File: config.mk
export PLATFORM = sky130hd
export DESIGN_NAME = arcade_input_top
export DESIGN_NICKNAME = d
export VERILOG_FILES = /design/src/hdl/arcade_ctrl_pkg.sv /design/src/hdl/arcade_timing_pkg.sv /design/src/hdl/arcade_input_top.sv /design/src/hdl/clock_enable_gen.sv /design/src/hdl/control_mapper.sv /design/src/hdl/key_event_fifo.sv /design/src/hdl/key_event_filter.sv
export SDC_FILE = /design/constraint.sdc
export NUM_CORES = 1
export LEC_CHECK = 0
export BUFFER_PORTS_ARGS = -buffer_cell sky130_fd_sc_hd__buf_2
export CORE_ASPECT_RATIO = 2
export CORE_MARGIN = 3
export CORE_UTILIZATION = 50
export DETAILED_ROUTE_END_ITERATION = 7
export PLACE_DENSITY = 0.83
export SYNTH_ARGS = -nofsm -noshare
export SYNTH_HDL_FRONTEND = slang
export SYNTH_HIERARCHICAL = 1
export SYNTH_SLANG_ARGS = --single-unit
File: constraint.sdc
create_clock -name clk_sys -period 4.4 [get_ports clk_sys]
set_clock_uncertainty 0.15 [all_clocks]
set_input_delay 0.22 -clock clk_sys [delete_from_list [all_inputs] [get_ports clk_sys]]
set_output_delay 0.22 -clock clk_sys [all_outputs]
set_load 0.02 [all_outputs]
File: src/hdl/arcade_ctrl_pkg.sv
//======================================
// Arcade player control types
//======================================

package arcade_ctrl_pkg;

	//======================================
	// Host scan codes
	//======================================

	// Only the keys the game reads
	typedef enum logic [7:0] {
		KEY_ONE_PLAYER  = 8'h05, // F1
		KEY_TWO_PLAYERS = 8'h06, // F2
		KEY_FIRE        = 8'h29, // Space
		KEY_LEFT        = 8'h6B,
		KEY_DOWN        = 8'h72,
		KEY_RIGHT       = 8'h74,
		KEY_UP          = 8'h75,
		KEY_COIN        = 8'h76  // ESC
	} key_code_e;

	// Logical key, also the index into the key state
	typedef enum logic [2:0] {
		ID_UP,
		ID_DOWN,
		ID_LEFT,
		ID_RIGHT,
		ID_COIN,
		ID_ONE_PLAYER,
		ID_TWO_PLAYERS,
		ID_FIRE
	} key_id_e;

	// One press or release
	typedef struct packed {
		key_id_e id;
		logic    pressed;
	} key_event_t;

	//======================================
	// Player controls
	//======================================

	// Host joystick, bit 0 is right
	typedef struct packed {
		logic fire2;
		logic fire;
		logic up;
		logic down;
		logic left;
		logic right;
	} joystick_t;

	// Game button vector, active low
	typedef struct packed {
		logic two_players;
		logic fire;
		logic coin;
		logic one_player;
		logic right;
		logic left;
		logic down;
		logic up;
	} button_vec_t;

endpackage : arcade_ctrl_pkg

File: src/hdl/arcade_timing_pkg.sv
//======================================
// Arcade input timing constants
//======================================

package arcade_timing_pkg;

	//======================================
	// Game clock enables
	//======================================

	// Free divider for the 12 and 6 enables
	localparam int CE_MAIN_DIV_W = 2;

	// Slow divider counts 13 down to 0, so one pulse in 14 clocks
	localparam logic [3:0] CE_SLOW_RELOAD = 4'd13;

	//======================================
	// Key event buffer
	//======================================

	// Buffer depth, also the credits the producer starts with
	localparam int KEY_FIFO_DEPTH = 4;

	// Credit counter holds 0 to KEY_FIFO_DEPTH
	localparam int CREDIT_W = $clog2(KEY_FIFO_DEPTH + 1);

endpackage : arcade_timing_pkg

File: src/hdl/arcade_input_top.sv
//======================================
// Arcade player input top
//======================================

`timescale 1ns/1ps

module arcade_input_top
	import arcade_ctrl_pkg::*;
(
	input  logic        clk_sys,
	input  logic        rst_n,
	input  logic        key_strobe,
	input  logic        key_pressed,
	input  logic [7:0]  key_code,
	input  logic        rotate,
	input  joystick_t   joystick_0,
	input  joystick_t   joystick_1,
	output button_vec_t button_in,
	output logic        key_overflow,
	output logic        ce_12,
	output logic        ce_6p,
	output logic        ce_6n,
	output logic        ce_1p79
);

	logic       push_valid;
	key_event_t push_event;
	logic       pop;
	logic       pop_valid;
	key_event_t pop_event;
	logic       credit_return;

	clock_enable_gen u_clock_enable_gen (
		.clk_sys (clk_sys),
		.rst_n   (rst_n),
		.ce_12   (ce_12),
		.ce_6p   (ce_6p),
		.ce_6n   (ce_6n),
		.ce_1p79 (ce_1p79)
	);

	// Producer, spends credits
	key_event_filter u_key_event_filter (
		.clk_sys       (clk_sys),
		.rst_n         (rst_n),
		.key_strobe    (key_strobe),
		.key_pressed   (key_pressed),
		.key_code      (key_code),
		.credit_return (credit_return),
		.push_valid    (push_valid),
		.push_event    (push_event),
		.key_overflow  (key_overflow)
	);

	key_event_fifo u_key_event_fifo (
		.clk_sys       (clk_sys),
		.rst_n         (rst_n),
		.push_valid    (push_valid),
		.push_event    (push_event),
		.pop           (pop),
		.pop_valid     (pop_valid),
		.pop_event     (pop_event),
		.credit_return (credit_return)
	);

	// Consumer, pops on the 6 enable
	control_mapper u_control_mapper (
		.clk_sys    (clk_sys),
		.rst_n      (rst_n),
		.ce_6p      (ce_6p),
		.pop_valid  (pop_valid),
		.pop_event  (pop_event),
		.pop        (pop),
		.rotate     (rotate),
		.joystick_0 (joystick_0),
		.joystick_1 (joystick_1),
		.button_in  (button_in)
	);

endmodule : arcade_input_top

File: src/hdl/clock_enable_gen.sv
//======================================
// Game clock enables
//======================================

`timescale 1ns/1ps

module clock_enable_gen
	import arcade_timing_pkg::*;
(
	input  logic clk_sys,
	input  logic rst_n,
	output logic ce_12,
	output logic ce_6p,
	output logic ce_6n,
	output logic ce_1p79
);

	logic [CE_MAIN_DIV_W-1:0]       div_main;
	logic [$bits(CE_SLOW_RELOAD)-1:0] div_slow;

	// 12 and 6 enables from the free counter
	always_ff @(posedge clk_sys or negedge rst_n) begin
		if (!rst_n) begin
			div_main <= '0;
			ce_12    <= 1'b0;
			ce_6p    <= 1'b0;
			ce_6n    <= 1'b0;
		end else begin
			div_main <= div_main + 1'b1;
			ce_12    <= div_main[0];
			ce_6p    <= div_main[0] & ~div_main[1]; // Count 1
			ce_6n    <= div_main[0] &  div_main[1]; // Count 3
		end
	end

	// Slow enable, reloads at zero
	always_ff @(posedge clk_sys or negedge rst_n) begin
		if (!rst_n) begin
			div_slow <= CE_SLOW_RELOAD;
			ce_1p79  <= 1'b0;
		end else if (div_slow == '0) begin
			div_slow <= CE_SLOW_RELOAD;
			ce_1p79  <= 1'b1;
		end else begin
			div_slow <= div_slow - 1'b1;
			ce_1p79  <= 1'b0;
		end
	end

endmodule : clock_enable_gen

File: src/hdl/control_mapper.sv
//======================================
// Key state and button mapping
//======================================

`timescale 1ns/1ps

module control_mapper
	import arcade_ctrl_pkg::*;
(
	input  logic        clk_sys,
	input  logic        rst_n,
	input  logic        ce_6p,
	input  logic        pop_valid,
	input  key_event_t  pop_event,
	output logic        pop,
	input  logic        rotate,
	input  joystick_t   joystick_0,
	input  joystick_t   joystick_1,
	output button_vec_t button_in
);

	logic [7:0]  key_state; // Indexed by key_id_e
	logic        src_up;
	logic        src_down;
	logic        src_left;
	logic        src_right;
	button_vec_t btn_act;

	// Take one event per game enable
	assign pop = ce_6p & pop_valid;

	always_ff @(posedge clk_sys or negedge rst_n) begin
		if (!rst_n)
			key_state <= '0;
		else if (pop)
			key_state[pop_event.id] <= pop_event.pressed;
	end

	//======================================
	// Direction sources
	//======================================

	assign src_up    = key_state[ID_UP]    | joystick_0.up    | joystick_1.up;
	assign src_down  = key_state[ID_DOWN]  | joystick_0.down  | joystick_1.down;
	assign src_left  = key_state[ID_LEFT]  | joystick_0.left  | joystick_1.left;
	assign src_right = key_state[ID_RIGHT] | joystick_0.right | joystick_1.right;

	// Active high buttons before inversion
	always_comb begin
		btn_act.two_players = key_state[ID_TWO_PLAYERS];
		btn_act.one_player  = key_state[ID_ONE_PLAYER];
		btn_act.coin        = key_state[ID_COIN];
		btn_act.fire        = key_state[ID_FIRE] | joystick_0.fire | joystick_1.fire;

		if (rotate) begin
			btn_act.up    = src_up;
			btn_act.down  = src_down;
			btn_act.left  = src_left;
			btn_act.right = src_right;
		end else begin
			// Quarter turn for the rotated cabinet
			btn_act.up    = src_left;
			btn_act.down  = src_right;
			btn_act.left  = src_down;
			btn_act.right = src_up;
		end
	end

	// Game expects active low
	assign button_in = ~btn_act;

endmodule : control_mapper

File: src/hdl/key_event_fifo.sv
//======================================
// Key event buffer
//======================================

`timescale 1ns/1ps

module key_event_fifo
	import arcade_timing_pkg::*;
	import arcade_ctrl_pkg::*;
#(
	parameter int DEPTH = KEY_FIFO_DEPTH
) (
	input  logic       clk_sys,
	input  logic       rst_n,
	input  logic       push_valid,
	input  key_event_t push_event,
	input  logic       pop,
	output logic       pop_valid,
	output key_event_t pop_event,
	output logic       credit_return
);

	localparam int PTR_W = $clog2(DEPTH);

	key_event_t       mem [DEPTH];
	logic [PTR_W-1:0] wr_ptr;
	logic [PTR_W-1:0] rd_ptr;
	logic [PTR_W:0]   count;
	logic             do_pop;

	// Credits keep the producer from pushing into a full buffer
	assign do_pop = pop & pop_valid;

	// Storage
	always_ff @(posedge clk_sys) begin
		if (push_valid)
			mem[wr_ptr] <= push_event;
	end

	// Pointers wrap on their own for a power of two depth
	always_ff @(posedge clk_sys or negedge rst_n) begin
		if (!rst_n) begin
			wr_ptr <= '0;
			rd_ptr <= '0;
			count  <= '0;
		end else begin
			if (push_valid)
				wr_ptr <= wr_ptr + 1'b1;
			if (do_pop)
				rd_ptr <= rd_ptr + 1'b1;
			case ({push_valid, do_pop})
				2'b10:   count <= count + 1'b1;
				2'b01:   count <= count - 1'b1;
				default: count <= count;
			endcase
		end
	end

	//======================================
	// Head of buffer
	//======================================

	assign pop_valid = (count != '0);
	assign pop_event = mem[rd_ptr];

	// One credit back per pop taken
	assign credit_return = do_pop;

endmodule : key_event_fifo

File: src/hdl/key_event_filter.sv
//======================================
// Key event producer
//======================================

`timescale 1ns/1ps

module key_event_filter
	import arcade_timing_pkg::*;
	import arcade_ctrl_pkg::*;
(
	input  logic       clk_sys,
	input  logic       rst_n,
	input  logic       key_strobe,
	input  logic       key_pressed,
	input  logic [7:0] key_code,
	input  logic       credit_return,
	output logic       push_valid,
	output key_event_t push_event,
	output logic       key_overflow
);

	logic                code_ok;
	key_id_e             code_id;
	logic                accepted;
	logic                spend;
	logic [CREDIT_W-1:0] credits;

	// Scan code to logical key
	always_comb begin
		code_ok = 1'b1;
		code_id = ID_UP;
		case (key_code)
			KEY_UP:          code_id = ID_UP;
			KEY_DOWN:        code_id = ID_DOWN;
			KEY_LEFT:        code_id = ID_LEFT;
			KEY_RIGHT:       code_id = ID_RIGHT;
			KEY_COIN:        code_id = ID_COIN;
			KEY_ONE_PLAYER:  code_id = ID_ONE_PLAYER;
			KEY_TWO_PLAYERS: code_id = ID_TWO_PLAYERS;
			KEY_FIRE:        code_id = ID_FIRE;
			default:         code_ok = 1'b0; // Not a game key
		endcase
	end

	assign accepted = key_strobe & code_ok;
	assign spend    = accepted & (credits != '0);

	// Credits and overflow
	always_ff @(posedge clk_sys or negedge rst_n) begin
		if (!rst_n) begin
			credits      <= CREDIT_W'(KEY_FIFO_DEPTH);
			push_valid   <= 1'b0;
			key_overflow <= 1'b0;
		end else begin
			push_valid <= spend;
			case ({spend, credit_return})
				2'b10:   credits <= credits - 1'b1;
				2'b01:   credits <= credits + 1'b1;
				default: credits <= credits; // Both or neither
			endcase
			if (accepted && credits == '0)
				key_overflow <= 1'b1; // Sticky until reset
		end
	end

	// Event payload
	always_ff @(posedge clk_sys) begin
		if (spend) begin
			push_event.id      <= code_id;
			push_event.pressed <= key_pressed;
		end
	end

endmodule : key_event_filter

======== Word level (Yosys, flattened, before mapping) ========
Memories as Yosys holds them, arrays and structs flattened.
Cells that the tools add are included.
cells by class
  reductions and logical operators ........ 9
  magnitude comparators ................... 2
  $add $sub $neg .......................... 8
  eq/ne operators ......................... 12
  bitwise logic cells ..................... 18
  mux-type cells .......................... 12
operators by type and width
  cell                   number
  $eq A8 B7 Y1 const B   5
  $pmux W3 S7            1
  $eq A8 B3 Y1 const B   2
  $pmux W3 S2            2
  $or A1 B1 Y1           10
  $bwmux W8              1
  $eq A8 B6 Y1 const B   1
  $mux W4                2
  $not A8 Y8             1
  $reduce_or A8 Y1       1
  $add A2 B1 Y2 const B  3
  $add A3 B1 Y3 const B  2
  $and A1 B1 Y1          6
  $reduce_bool A3 Y1     2
  $sub A3 B1 Y3 const B  2
  $mux W1                5
  $eq A2 B1 Y1 const B   2
  $eq A2 B2 Y1 const B   2
  $logic_not A4 Y1       1
  $lt A3 B4 Y1 const B   1
  $reduce_bool A2 Y1     2
  $sub A4 B1 Y4 const B  1
  $demux W1 S3           1
  $ge A3 B1 Y1 const B   1
  other kinds (3)        4
storage, ports and cells
  input bits .............................. 25
  register bits after elaboration ......... 34
  word-level logic and storage cells ...... 77
  memory bits (writable) .................. 16
  memories kept ........................... 1
  output and inout bits ................... 13
memory list
  name                  words  width  rd ports  clocked after memory_dff  write ports  line                  source
  u_key_event_fifo.mem  4      4      1         0                         1            key_event_fifo.sv:25  key_event_t mem [DEPTH];

======== Longest topological paths before layout ========
  depth in word-level cells ............... 7
  depth in mapped cells ................... 11
  mapped depth without buffers ............ 11

======== Modules after synthesis ========
The synthesis kept the hierarchy.
modules (own cells, without submodules)
  module            times used  cells each  area an instance (um^2)  sequential area each (um^2)
  key_event_fifo    1           57          980.9                    655.6
  key_event_filter  1           48          566.8                    246.5
  control_mapper    1           42          466.7                    200.2
  clock_enable_gen  1           24          352.8                    254.0

======== Worst setup path after synthesis ========
Ideal clock, no wire load.
  kind .................................... reg-to-reg
  from .................................... register u_key_event_fifo.count[0]
  to ...................................... register u_key_event_filter.credits[1]
  required time ........................... 4.122 ns
  cell stages (with the launch flop) ...... 8
  path buffers ............................ 0
  setup slack ............................. 2.043 ns
  period minus slack after synthesis ...... 2.357 ns
  library setup time ...................... 0.128 ns
  arrival ................................. 2.079 ns
  path through ............................ dfrtp_1 > or3_1 > and2_1 > o31a_1 > ha_1 > inv_1 > fa_1 > mux2_1
on the way
  longest elaborated chain between the ends .. 5
  elaborated cells on any way between the ends .. 7
  classes of those cells .................. eq/ne (2); mux (1); bitwise (2); reduce/logical (2)
ends and longest elaborated chain
  element                                            line                    source
  from (decl)                                        key_event_fifo.sv:28    logic [PTR_W:0] count;
  from (signal assigned)                             key_event_fifo.sv:52    2'b10: count <= count + 1'b1;
  from (signal assigned)                             key_event_fifo.sv:53    2'b01: count <= count - 1'b1;
  from (signal assigned)                             key_event_fifo.sv:54    default: count <= count;
  $reduce_bool A3 Y1 (*)                             key_event_fifo.sv:63    assign pop_valid = (count != '0);
  named net pop_valid                                arcade_input_top.sv:29  logic pop_valid;
  $and A1 B1 Y1 (*)                                  control_mapper.sv:30    assign pop = ce_6p & pop_valid;
  named net pop                                      arcade_input_top.sv:28  logic pop;
  $and A1 B1 Y1 (*)                                  key_event_fifo.sv:32    assign do_pop = pop & pop_valid;
  named net credit_return                            arcade_input_top.sv:31  logic credit_return;
  $eq A2 B1 Y1 or $eq A2 B2 Y1 (tied branches)       key_event_filter.sv:56  case ({spend, credit_return})
  $pmux W3 S2 or $reduce_bool A2 Y1 (tied branches)  n/a
  to (signal assigned)                               key_event_filter.sv:57  2'b10: credits <= credits - 1'b1;
  to (signal assigned)                               key_event_filter.sv:58  2'b01: credits <= credits + 1'b1;
  to (signal assigned)                               key_event_filter.sv:59  default: credits <= credits;
  to (decl)                                          key_event_filter.sv:26  logic [CREDIT_W-1:0] credits;
Mark *: on every way through the listed nets, which the timed path passes. The rest lies on a longest branch.
A chain may end at the register's enable or synchronous reset.

======== Final worst setup path ========
Same ends and word-level chain as after synthesis.

==> results.json <==
{
  "status": "complete, no violations",
  "clockBufferDepth": 2,
  "coreArea_sq_um": 4470,
  "initial_core_util": 0.530,
  "r2r-start": "u_key_event_fifo/count[0]",
  "power.density_nw_per_um2": 308,
  "postLayoutCoreUtil": 0.611,
  "nNetsFinal": 249,
  "grt_pass1_wl_um": 6510,
  "wire_per_inst_um": 14.2,
  "hold_viol_final": 0,
  "final_common_cell": "buf_2",
  "syn_area_sq_um": 2370,
  "final_cell_mix": "buf_2 (35), dfrtp_1 (26), edfxtp_1 (20)",
  "htree_levels": 2,
  "critPathLaunchType": "flop",
  "vias_per_cell": 5.36,
  "async_reset_ff_frac": 0.600,
  "num_rows": 34,
  "clk-insertion-delay-late_ps": 300,
  "syn_inst": 171,
  "relSlewSlack": 0.565,
  "gp_congestion": 0.735,
  "antenna_cells": 0,
  "cts_tree": "done",
  "finalCriticalPeriod_ps": 2490,
  "final.setup.tns_ps": 0,
  "worst_pin_slew_ps": 653,
  "root_buffer": "clkbuf_8",
  "grt_setup_unrepaired": "false",
  "power.total_w": 0.000840,
  "clk_pin_slew_ps": 90,
  "crit_start": "u_key_event_fifo/count[0]",
  "setup_viol_count_final": 0,
  "io_buffers": 35,
  "layout.cells.non_filler": 269,
  "ys_seq_area_frac": 0.573,
  "synth_edf_count": 20,
  "min-delay-path-class": "in -> reg",
  "syn_avg_cell_area_sq_um": 13.8,
  "worst-r2r-setup-slack_ps": 1910,
  "synth_ff_type": "dfrtp_1",
  "antenna_found_initial": 0,
  "cts_sinks": 50,
  "fp.dieH_um": 103,
  "fmax_mhz": 401,
  "die_area_sq_um": 5650,
  "die_w_um": 54.7,
  "grt_pass1_vias": 1484,
  "io_pins": 38,
  "crit_required_ps": 4440,
  "numCtsBuffers": 5,
  "worst_ep_arrival_time_ps": 2530,
  "dp_cells": 259,
  "timing.final.crit_share": 0.567,
  "synth_cell_types": 44,
  "drt_iter0_markers": 22,
  "drc_errors": 0,
  "ir_worst_vdd_mv": 0.335,
  "dr.pass1.iters": 4,
  "endpoint_kind": "flop",
  "r2r-end": "u_key_event_filter/credits[1]",
  "dp_hpwl_um": 2970,
  "syn_to_final_growth_pct": 15.4,
  "grt_start_max_net_pins": 31,
  "yosys_warnings": 6,
  "wl_um": 3820,
  "max-cap-violations": 0,
  "r2r_cells": 7,
  "synth_fp_nets": 206,
  "worst-path-max-fanout": 4,
  "crit_end": "u_key_event_filter/credits[1]",
  "slew_viol_final": 0,
  "ys_seq_elements": 50,
  "drive_above_1_share": 0.335,
  "worstSetupPathType": "reg -> reg",
  "vias": 1442,
  "cts_setup_buffers": 0,
  "grt_usage": 0.160,
  "leakagePower_nw": 1.26,
  "grt_overflow": 0,
  "drtAntennaViolNets": 0
}
how the worst min path moves through the flow:
stage / cells after the start / slack (ps) / startpoint / to
global placement: 1 / 140 / rst_n / u_control_mapper/key_state[3]
detailed placement: 1 / 140 / rst_n / u_control_mapper/key_state[3]
global route: 2 / 20 / key_strobe / u_key_event_filter/key_overflow
floorplan: 0 / -230 / rst_n / u_clock_enable_gen/ce_12
CTS: 2 / 10 / key_strobe / u_key_event_filter/key_overflow
finish: 2 / 20 / key_strobe / u_key_event_filter/key_overflow
layout make-up:
type / instances / area [sq um]
repair buffers: 37 / 195
clock buffers: 6 / 93.8
inverters: 16 / 60.1
fillers: 368 / 1740
well taps: 54 / 67.6
multi-input cells: 104 / 940
flip-flops and latches: 50 / 1360
clock inverters: 2 / 18.8
cells by family after synthesis:
| family | after synthesis | synth area share |
|---|---|---|
| compound gates | 14 | 0.0492 |
| xor+xnor | 11 | 0.0407 |
| fa+ha+maj | 10 | 0.0592 |
| buf+inv | 17 | 0.0301 |
| flops | 50 | 0.573 |
| mux | 18 | 0.104 |
| simple gates | 51 | 0.144 |
synth_stat cells, types with 2 or more instances:
cell type | instances | area share
a31o_1 | 2 | 0.0074
a31oi_1 | 2 | 0.0053
and2_1 | 5 | 0.013
and3_1 | 2 | 0.0053
dfrtp_1 | 26 | 0.27
dfstp_2 | 4 | 0.044
edfxtp_1 | 20 | 0.25
fa_1 | 2 | 0.017
ha_1 | 8 | 0.042
inv_1 | 16 | 0.025
mux2_1 | 5 | 0.024
mux2_2 | 8 | 0.038
mux4_2 | 4 | 0.038
nand2_1 | 5 | 0.0079
nand2b_1 | 2 | 0.0053
nor2_1 | 10 | 0.016
nor3_1 | 7 | 0.015
nor3_2 | 4 | 0.017
nor3b_1 | 2 | 0.0063
nor4b_2 | 2 | 0.013
o21ai_0 | 2 | 0.0042
or3_1 | 2 | 0.0053
xnor2_1 | 4 | 0.015
xor2_1 | 7 | 0.026
flip-flops by register name, summed over array words and instances (netlist names):
signal                           cells
u_key_event_filter/push_valid        1
u_clock_enable_gen/ce_6n             1
u_clock_enable_gen/ce_12             1
u_key_event_filter/key_overflow      1
u_clock_enable_gen/ce_6p             1
u_clock_enable_gen/div_main          2
u_key_event_filter/push_event        4
u_key_event_fifo/count               3
u_clock_enable_gen/ce_1p79           1
u_control_mapper/key_state           8
u_key_event_fifo/rd_ptr              2
u_key_event_filter/credits           3
u_key_event_fifo/mem                16
u_key_event_fifo/wr_ptr              2
u_clock_enable_gen/div_slow          4
routing by layer:
metal	vias up	GRT usage	share of wire
met3	6	0.0330	0.054
met4	0	0.0749	0.023
met1	707	0.165	0.35
li1	690	-	-
met2	39	0.292	0.57
met5	-	0	0
where the power goes:
part / switching, W / internal (W)
Combinational: 0.0000298 / 0.0000212
Clock: 0.000153 / 0.000150
Sequential: 0.00000136 / 0.000485
Total: 0.000184 / 0.000656
worst max-delay path: stages (launching register included):
cell	delay, ps
dfrtp_1	430
or3_1	470
and2_1	180
o31a_1	150
ha_1	250
inv_1	70
fa_1	390
mux2_1	280
metrics by stage:
stage          cell area (sq um)  hold slack [ps]  setup WS, ps
2_1_floorplan               2370             -226          2040
4_1_cts                     2730             14.7          1900
5_1_grt                     2730             20.4          1760
3_5_place_dp                2600              139          1890
6_report                    2730             23.7          1910
3_3_place_gp                2600              141          1920
repair_timing:
item                                   in CTS  in global routing
gates resized for setup                     0                  0
hold buffers                                2                  0
endpoints found under the hold margin      27                  0
(Power assumes the default switching activity.)
